## src/design/game_pkg.sv

```systemverilog
package game_pkg;

    typedef logic [9:0]  coord_t;
    typedef logic [11:0] color_t;
    typedef logic [3:0]  speed_t;
    typedef logic [3:0]  inv_idx_t;

    // one frame update walks these in order
    typedef enum logic [2:0] {
        IDLE,
        CHECK,
        MOVE,
        COLLIDE,
        SHOOT
    } phase_t;

    // formation, 4 rows of 4
    localparam int N_INV     = 16;
    localparam int FIELD_W   = 640;
    localparam int FIELD_H   = 480;
    localparam int INV_SIZE  = 16;
    localparam int INV_X0    = 32;
    localparam int INV_Y0    = 32;
    localparam int INV_DX    = 32;
    localparam int INV_DY    = 48;
    localparam int DROP_STEP = 8;
    localparam int INV_FLOOR = 400;

    // player cannon and its shot
    localparam int CANNON_V    = 440;
    localparam int CANNON_W    = 16;
    localparam int CANNON_H    = 8;
    localparam int CANNON_X0   = 312;
    localparam int CANNON_STEP = 2;
    localparam int CANNON_MAX  = 624;
    localparam int LASER_LEN   = 8;
    localparam int LASER_STEP  = 4;

    localparam color_t ROW_COLOR [4] = '{12'hf0f, 12'h0ff, 12'h0f0, 12'hf80};
    localparam color_t CANNON_COLOR  = 12'hff0;
    localparam color_t LASER_COLOR   = 12'hfff;
    localparam color_t BG_COLOR      = 12'h000;

    // scan in to colour out
    localparam int PIXEL_LATENCY = 2;

endpackage

```

## src/design/laser_if.sv

```systemverilog
`timescale 1ns/1ps

interface laser_if;

    logic             active;
    game_pkg::coord_t laser_h;
    game_pkg::coord_t laser_v;
    // kill report, one cycle during COLLIDE
    logic             hit;

    modport shooter (output active, output laser_h, output laser_v, input hit);
    modport target  (input active, input laser_h, input laser_v, output hit);
    modport view    (input active, input laser_h, input laser_v);

endinterface

```

## src/design/frame_sequencer.sv

```systemverilog
`timescale 1ns/1ps

module frame_sequencer (
    input  logic                clk25M,
    input  logic                reset,
    input  logic                frame_tick,
    output game_pkg::phase_t    phase,
    output game_pkg::inv_idx_t  index,
    output logic                busy
);

    logic last;

    assign last = (index == game_pkg::inv_idx_t'(game_pkg::N_INV - 1));
    assign busy = (phase != game_pkg::IDLE);

    always_ff @(posedge clk25M) begin
        if (reset) begin
            phase <= game_pkg::IDLE;
            index <= '0;
        end else begin
            case (phase)
                game_pkg::IDLE: begin
                    if (frame_tick) begin
                        phase <= game_pkg::CHECK;
                    end
                end
                game_pkg::CHECK: begin
                    index <= last ? '0 : index + 1'b1;
                    if (last) begin
                        phase <= game_pkg::MOVE;
                    end
                end
                game_pkg::MOVE: begin
                    index <= last ? '0 : index + 1'b1;
                    if (last) begin
                        phase <= game_pkg::COLLIDE;
                    end
                end
                game_pkg::COLLIDE: begin
                    index <= last ? '0 : index + 1'b1;
                    if (last) begin
                        phase <= game_pkg::SHOOT;
                    end
                end
                default: begin
                    // single SHOOT cycle
                    phase <= game_pkg::IDLE;
                end
            endcase
        end
    end

endmodule

```

## src/design/invader_formation.sv

```systemverilog
`timescale 1ns/1ps

module invader_formation (
    input  logic                      clk25M,
    input  logic                      reset,
    input  game_pkg::phase_t          phase,
    input  game_pkg::inv_idx_t        index,
    input  game_pkg::speed_t          speed,
    laser_if.target                   laser,
    output logic [game_pkg::N_INV-1:0] alive,
    output game_pkg::coord_t          inv_h [game_pkg::N_INV],
    output game_pkg::coord_t          inv_v [game_pkg::N_INV]
);

    game_pkg::coord_t cur_h;
    game_pkg::coord_t cur_v;
    logic [10:0]      right_edge;
    logic             wall_hit;
    logic             overlap;
    logic             dir_right;
    logic             wall_flag;
    logic             floor_flag;

    assign cur_h = inv_h[index];
    assign cur_v = inv_v[index];

    // wall test for the invader under the sweep
    assign right_edge = 11'(cur_h) + 11'(game_pkg::INV_SIZE) + 11'(speed);
    assign wall_hit   = dir_right ? (right_edge > 11'(game_pkg::FIELD_W))
                                  : (cur_h < game_pkg::coord_t'(speed));

    // laser column inside the box and laser span meets the box rows
    assign overlap = (laser.laser_h >= cur_h)
                  && (11'(laser.laser_h) < 11'(cur_h) + 11'(game_pkg::INV_SIZE))
                  && (11'(laser.laser_v) < 11'(cur_v) + 11'(game_pkg::INV_SIZE))
                  && (11'(cur_v) < 11'(laser.laser_v) + 11'(game_pkg::LASER_LEN));

    // sweep runs upward, so the first hit is the lowest index
    assign laser.hit = (phase == game_pkg::COLLIDE) && alive[index]
                    && laser.active && overlap;

    always_ff @(posedge clk25M) begin
        if (reset) begin
            for (int i = 0; i < game_pkg::N_INV; i++) begin
                inv_h[i] <= game_pkg::coord_t'(game_pkg::INV_X0 + (i % 4) * game_pkg::INV_DX);
                inv_v[i] <= game_pkg::coord_t'(game_pkg::INV_Y0 + (i / 4) * game_pkg::INV_DY);
            end
            alive      <= '1;
            dir_right  <= 1'b1;
            wall_flag  <= 1'b0;
            floor_flag <= 1'b0;
        end else begin
            case (phase)
                game_pkg::IDLE: begin
                    wall_flag  <= 1'b0;
                    floor_flag <= 1'b0;
                end
                game_pkg::CHECK: begin
                    if (alive[index]) begin
                        if (wall_hit) begin
                            wall_flag <= 1'b1;
                        end
                        if (cur_v >= game_pkg::coord_t'(game_pkg::INV_FLOOR)) begin
                            floor_flag <= 1'b1;
                        end
                    end
                end
                game_pkg::MOVE: begin
                    if (alive[index]) begin
                        if (wall_flag) begin
                            if (!floor_flag) begin
                                inv_v[index] <= cur_v + game_pkg::coord_t'(game_pkg::DROP_STEP);
                            end
                        end else if (dir_right) begin
                            inv_h[index] <= cur_h + game_pkg::coord_t'(speed);
                        end else begin
                            inv_h[index] <= cur_h - game_pkg::coord_t'(speed);
                        end
                    end
                    // reverse once the whole row set has stepped
                    if (wall_flag && index == game_pkg::inv_idx_t'(game_pkg::N_INV - 1)) begin
                        dir_right <= !dir_right;
                    end
                end
                game_pkg::COLLIDE: begin
                    if (laser.hit) begin
                        alive[index] <= 1'b0;
                    end
                end
                default: begin
                end
            endcase
        end
    end

endmodule

```

## src/design/cannon_laser.sv

```systemverilog
`timescale 1ns/1ps

module cannon_laser (
    input  logic              clk25M,
    input  logic              reset,
    input  logic              btn_left,
    input  logic              btn_right,
    input  logic              btn_fire,
    input  game_pkg::phase_t  phase,
    laser_if.shooter          laser,
    output game_pkg::coord_t  cannon_h
);

    logic shoot;

    assign shoot = (phase == game_pkg::SHOOT);

    // cannon, left wins over right
    always_ff @(posedge clk25M) begin
        if (reset) begin
            cannon_h <= game_pkg::coord_t'(game_pkg::CANNON_X0);
        end else if (shoot) begin
            if (btn_left && cannon_h >= game_pkg::coord_t'(game_pkg::CANNON_STEP)) begin
                cannon_h <= cannon_h - game_pkg::coord_t'(game_pkg::CANNON_STEP);
            end else if (btn_right && cannon_h < game_pkg::coord_t'(game_pkg::CANNON_MAX)) begin
                cannon_h <= cannon_h + game_pkg::coord_t'(game_pkg::CANNON_STEP);
            end
        end
    end

    always_ff @(posedge clk25M) begin
        if (reset) begin
            laser.active <= 1'b0;
        end else if (laser.hit) begin
            laser.active <= 1'b0;
        end else if (shoot) begin
            if (laser.active) begin
                if (laser.laser_v < game_pkg::coord_t'(game_pkg::LASER_STEP)) begin
                    laser.active <= 1'b0;
                end
            end else if (btn_fire) begin
                laser.active <= 1'b1;
            end
        end
    end

    // shot position, meaningful only while active
    always_ff @(posedge clk25M) begin
        if (shoot) begin
            if (laser.active) begin
                laser.laser_v <= laser.laser_v - game_pkg::coord_t'(game_pkg::LASER_STEP);
            end else if (btn_fire) begin
                laser.laser_v <= game_pkg::coord_t'(game_pkg::CANNON_V - game_pkg::LASER_LEN);
                // spawns above the centre of the old cannon position
                laser.laser_h <= cannon_h + game_pkg::coord_t'(game_pkg::CANNON_W / 2);
            end
        end
    end

endmodule

```

## src/design/pixel_renderer.sv

```systemverilog
`timescale 1ns/1ps

module pixel_renderer (
    input  logic                       clk25M,
    input  logic                       reset,
    input  logic                       scan_en,
    input  game_pkg::coord_t           scan_h,
    input  game_pkg::coord_t           scan_v,
    input  logic [game_pkg::N_INV-1:0] alive,
    input  game_pkg::coord_t           inv_h [game_pkg::N_INV],
    input  game_pkg::coord_t           inv_v [game_pkg::N_INV],
    input  game_pkg::coord_t           cannon_h,
    laser_if.view                      laser,
    output logic                       pixel_en,
    output game_pkg::color_t           pixel_color
);

    logic [game_pkg::N_INV-1:0]       inv_hit;
    game_pkg::inv_idx_t               inv_sel;
    logic                             laser_hit;
    logic                             cannon_hit;
    logic                             laser_q;
    logic                             cannon_q;
    logic                             inv_q;
    logic [1:0]                       row_q;
    logic [game_pkg::PIXEL_LATENCY-1:0] en_pipe;

    always_comb begin
        for (int i = 0; i < game_pkg::N_INV; i++) begin
            inv_hit[i] = alive[i]
                      && (scan_h >= inv_h[i])
                      && (11'(scan_h) < 11'(inv_h[i]) + 11'(game_pkg::INV_SIZE))
                      && (scan_v >= inv_v[i])
                      && (11'(scan_v) < 11'(inv_v[i]) + 11'(game_pkg::INV_SIZE));
        end
    end

    // lowest index wins
    always_comb begin
        inv_sel = '0;
        for (int i = game_pkg::N_INV - 1; i >= 0; i--) begin
            if (inv_hit[i]) begin
                inv_sel = game_pkg::inv_idx_t'(i);
            end
        end
    end

    assign laser_hit = laser.active && (scan_h == laser.laser_h)
                    && (scan_v >= laser.laser_v)
                    && (11'(scan_v) < 11'(laser.laser_v) + 11'(game_pkg::LASER_LEN));

    assign cannon_hit = (scan_h >= cannon_h)
                     && (11'(scan_h) < 11'(cannon_h) + 11'(game_pkg::CANNON_W))
                     && (scan_v >= game_pkg::coord_t'(game_pkg::CANNON_V))
                     && (scan_v < game_pkg::coord_t'(game_pkg::CANNON_V + game_pkg::CANNON_H));

    // stage 1
    always_ff @(posedge clk25M) begin
        laser_q  <= laser_hit;
        cannon_q <= cannon_hit;
        inv_q    <= |inv_hit;
        // row is index / 4
        row_q    <= inv_sel[3:2];
    end

    // stage 2
    always_ff @(posedge clk25M) begin
        if (laser_q) begin
            pixel_color <= game_pkg::LASER_COLOR;
        end else if (cannon_q) begin
            pixel_color <= game_pkg::CANNON_COLOR;
        end else if (inv_q) begin
            pixel_color <= game_pkg::ROW_COLOR[row_q];
        end else begin
            pixel_color <= game_pkg::BG_COLOR;
        end
    end

    always_ff @(posedge clk25M) begin
        if (reset) begin
            en_pipe <= '0;
        end else begin
            en_pipe <= {en_pipe[game_pkg::PIXEL_LATENCY-2:0], scan_en};
        end
    end

    assign pixel_en = en_pipe[game_pkg::PIXEL_LATENCY-1];

endmodule

```

## src/design/game_top.sv

```systemverilog
`timescale 1ns/1ps

module game_top (
    input  logic              clk25M,
    input  logic              reset,
    input  logic              frame_tick,
    input  logic              btn_left,
    input  logic              btn_right,
    input  logic              btn_fire,
    input  game_pkg::speed_t  speed,
    input  logic              scan_en,
    input  game_pkg::coord_t  scan_h,
    input  game_pkg::coord_t  scan_v,
    output logic              busy,
    output logic              pixel_en,
    output game_pkg::color_t  pixel_color
);

    game_pkg::phase_t           phase;
    game_pkg::inv_idx_t         index;
    logic [game_pkg::N_INV-1:0] alive;
    game_pkg::coord_t           inv_h [game_pkg::N_INV];
    game_pkg::coord_t           inv_v [game_pkg::N_INV];
    game_pkg::coord_t           cannon_h;

    laser_if u_laser ();

    frame_sequencer u_seq (
        .clk25M     (clk25M),
        .reset      (reset),
        .frame_tick (frame_tick),
        .phase      (phase),
        .index      (index),
        .busy       (busy)
    );

    invader_formation u_formation (
        .clk25M (clk25M),
        .reset  (reset),
        .phase  (phase),
        .index  (index),
        .speed  (speed),
        .laser  (u_laser.target),
        .alive  (alive),
        .inv_h  (inv_h),
        .inv_v  (inv_v)
    );

    cannon_laser u_cannon (
        .clk25M    (clk25M),
        .reset     (reset),
        .btn_left  (btn_left),
        .btn_right (btn_right),
        .btn_fire  (btn_fire),
        .phase     (phase),
        .laser     (u_laser.shooter),
        .cannon_h  (cannon_h)
    );

    pixel_renderer u_render (
        .clk25M      (clk25M),
        .reset       (reset),
        .scan_en     (scan_en),
        .scan_h      (scan_h),
        .scan_v      (scan_v),
        .alive       (alive),
        .inv_h       (inv_h),
        .inv_v       (inv_v),
        .cannon_h    (cannon_h),
        .laser       (u_laser.view),
        .pixel_en    (pixel_en),
        .pixel_color (pixel_color)
    );

endmodule

```

## config.mk

```make
export PLATFORM = sky130hd
export DESIGN_NAME = game_top
export DESIGN_NICKNAME = d
export VERILOG_FILES = /design/src/design/game_pkg.sv /design/src/design/laser_if.sv /design/src/design/frame_sequencer.sv /design/src/design/invader_formation.sv /design/src/design/cannon_laser.sv /design/src/design/pixel_renderer.sv /design/src/design/game_top.sv
export SDC_FILE = /design/constraint.sdc
export NUM_CORES = 2
export LEC_CHECK = 0
export ABC_CLOCK_PERIOD_IN_PS = 6400
export BUFFER_PORTS_ARGS = -buffer_cell sky130_fd_sc_hd__buf_2
export CAP_MARGIN = 20
export CORE_ASPECT_RATIO = 1.75
export CORE_MARGIN = 8
export CORE_UTILIZATION = 60
export DETAILED_ROUTE_END_ITERATION = 10
export MAX_ROUTING_LAYER = met4
export PLACE_DENSITY = 0.76
export RECOVER_POWER = 25
export SLEW_MARGIN = 20
export SYNTH_ARGS = -nofsm -noshare
export SYNTH_HDL_FRONTEND = slang
export SYNTH_SLANG_ARGS = --single-unit
```

## constraint.sdc

```tcl
create_clock -name clk25M -period 6.4 [get_ports clk25M]
set_clock_uncertainty 0.15 [all_clocks]
set_input_delay 0.96 -clock clk25M [delete_from_list [all_inputs] [get_ports clk25M]]
set_output_delay 0.96 -clock clk25M [all_outputs]
set_load 0.005 [all_outputs]
```

==> results.py <==
metrics = {
    "sta": {
        "period_needed_ns": 5.48,
        "tightest_slew_ns": 4.46,
        "setup_violations": 0,
        "slew_headroom_pct": -197,
        "finalSetupTns_ns": 0,
        "hold_ws_ns": 0.290,
        "rsz0062_at_grt": "no",
        "hold_viol": 0,
        "finalMaxSlewViolations": 196,
        "fmax_mhz": 182,
        "fin_crit_sh_pct": 85.6,
    },
    "status": {
        "violations": "max-capacitance violations, max-slew violations",
        "status": "complete, but fails checks",
    },
    "flow_run": {
        "max_cap_violations": 4,
    },
    "die": {
        "die_w_microns": 196,
        "pin_count": 45,
        "row_count": 115,
        "start_util_pct": 60.7,
        "design.die.area_sq_um": 64900,
        "core_area_sq_um": 56100,
        "die_h_microns": 331,
    },
    "logic_synthesis": {
        "synth.most_common_cell": "ha_1",
        "ys_ff_latch": 384,
        "synth.top_cell.area_share_pct": 23.4,
        "avgSynthCellArea_sq_um": 8.49,
        "ys_types": 85,
        "netlist_area_sq_um": 34000,
        "async_flop_share_pct": 0,
        "synth_ff_type": "dfxtp_1",
        "yosys-top-cells-count": "636 x ha_1, 402 x inv_1, 395 x nand2_1",
        "synth_cells": 4011,
        "synth_area_leader_cell": "ha_1",
        "syn_nets": 4680,
        "synth_edf_count": 17,
        "synthTopCellsByArea": "ha_1 23%, dfxtp_1 22%, a21oi_1 4.6%",
        "yosys_warnings": 0,
        "yosysSeqAreaShare_pct": 23.1,
    },
    "drt": {
        "ant_nets": 0,
        "routed_via_density": 6.56,
        "wl_per_cell_microns": 24.2,
        "drt_iter0_drc": 2233,
        "drt_wl_total_microns": 114000,
        "remaining_drc_errors": 0,
        "via_count": 30900,
        "first_pass_iters": 6,
    },
    "cells_and_area": {
        "final_util_pct": 64.5,
        "nets": 4642,
        "layout-drive-gt1-share_pct": 6.42,
        "syn_to_final_growth_pct": 6.28,
        "stdcell_area_sq_um": 36200,
    },
    "pwr": {
        "p_int_mw": 4.25,
        "vdd_drop_max_mv": 0.218,
        "netSwitchingFraction_pct": 27.2,
        "power.leakage_nw": 14.5,
        "seq_power_share_pct": 41.9,
        "p_per_area_nw_per_um2": 161,
        "p_clk_share_pct": 44.2,
        "fin_total_pwr_mw": 5.84,
        "power_switching_mw": 1.59,
        "power_frac_comb_pct": 13.9,
    },
    "setup_path": {
        "crit_required_ns": 6.52,
        "crit_path_max_fanout": 89,
        "r2r_end": "u_formation.inv_h[6]",
        "endpoint_kind": "flop",
        "r2r_slack_ns": 1.41,
        "timing.rr.start": "u_seq.index[0]",
        "cp.arrival_ns": 5.60,
        "rr_worst_depth": 16,
        "criticalPathCategory": "in2reg",
        "cp-start-kind": "input port",
    },
    "global_route": {
        "antenna_found_initial": 5,
        "grt_max_degree": 155,
        "grt_pass1_wl_microns": 172000,
        "grt_pass1_vias": 30400,
        "track_usage_pct": 35.4,
        "grt.overflow.total": 0,
    },
    "placement": {
        "routabilityCongestion": 0.991,
        "dpl.hpwl_microns": 86000,
        "portBuffers": 44,
        "dpl_cell_area_sq_um": 34800,
    },
    "cts": {
        "cts_setup_buffers": 0,
        "clk_latency_ns": 0.58,
        "cts_resized": 0,
        "clk_path_buf_depth": 3,
        "cts_max_level": 2,
        "cts_hold_buf": 0,
        "path_clk_slew_ns": 0.07,
        "cts_tree": "done",
        "numCtsBuffers": 40,
        "cts.sink_count": 384,
        "root_buffer": "clkbuf_16",
    },
    "worst_hold_path": {
        "worstHoldPathCells": 1,
        "hold_class": "reg2reg",
        "min_from": "u_render.en_pipe[0]",
        "whs_endpoint": "u_render.en_pipe[1]",
    },
}
final cells by class:
class | instances | area (sq um)
Clock inverter | 12 | 194
Antenna cell | 3 | 7.51
Sequential cell | 384 | 7870
Clock buffer | 58 | 1220
Multi-Input combinational cell | 3042 | 23900
Inverter | 406 | 1520
Fill cell | 4824 | 19900
Tap cell | 702 | 878
Timing Repair Buffer | 99 | 623
stage by stage:
step / worst slack [ns] / instances
floorplan: 1.21 / 4011
global placement: 1.58 / 4633
detailed placement: 1.49 / 4633
CTS: 1.47 / 4703
global route: 0.791 / 4706
finish: 0.919 / 4706
flip-flops by register name, indices dropped and copies added (netlist names), 3 cells and up:
| name | cells |
|---|---|
| u_cannon.laser.laser_h | 9 |
| u_formation.alive | 16 |
| u_formation.inv_h | 160 |
| u_render.pixel_color | 4 |
| u_cannon.laser.laser_v | 8 |
| u_seq.phase | 3 |
| u_seq.index | 4 |
| u_formation.inv_v | 160 |
| u_cannon.cannon_h | 9 |
critical path: stages:
cell	delay, ns
clkbuf_2	1.15
clkbuf_1	3.16
nor2_1	0.18
worst max path at each step:
stage,cells after the start,slack (ns),startpoint,to
2_1_floorplan,19,1.21,u_seq.index[0],u_formation.inv_h[19]
3_3_place_gp,17,1.58,u_seq.index[0],u_formation.alive[12]
3_5_place_dp,17,1.49,u_seq.index[0],u_formation.alive[12]
4_1_cts,17,1.47,u_seq.index[0],u_formation.alive[12]
5_1_grt,3,0.79,reset,u_formation.inv_v[12]
6_report,3,0.92,reset,u_formation.inv_v[26]
cell families after synthesis:
| kind of cell | Yosys count | share of synthesized area, % |
|---|---|---|
| XOR/XNOR | 190 | 4.95 |
| adder cells (fa/ha/maj) | 638 | 23.5 |
| buffers and inverters | 585 | 6.96 |
| AO/OA/AOI/OAI | 962 | 18.2 |
| AND/OR/NAND/NOR | 1114 | 15.1 |
| flip-flops | 384 | 23.1 |
| multiplexers | 138 | 8.22 |
cell usage in the layout (no fill, tap or decap), types with 25 or more instances in the layout:
master     instances
ha_1             635
inv_1            403
nand2_1          395
dfxtp_1          364
a21oi_1          315
nor2_1           239
nand3_1          188
xnor2_1          169
o21ai_0          149
a211oi_1         124
a21o_1            78
o211ai_1          77
o21a_1            75
mux4_2            69
nor3_1            61
nor2b_1           54
buf_4             48
nand2b_1          45
clkbuf_16         42
and3_1            36
mux4_1            32
buf_2             30
nand4_1           25
power by group through the flow:
stage | clock (mW) | combinational, mW | sequential (mW)
finish | 2.58 | 0.812 | 2.45
global route | 2.67 | 0.887 | 2.45
CTS | 2.59 | 0.809 | 2.45
detailed placement | 0 | 0.802 | 2.50
global placement | 0 | 0.788 | 2.50
floorplan | 0 | 0.520 | 2.49
per-layer routing:
metal  vias to the layer above  part of all wire (%)  global-route usage [%]
met5                         -                     0                       -
met2                      1443                    48                    60.0
met4                         0                    11                    33.5
met1                     14500                    34                    34.2
li1                      14300                     -                       -
met3                       610                   6.9                    5.56
(Power assumes the default switching activity.)
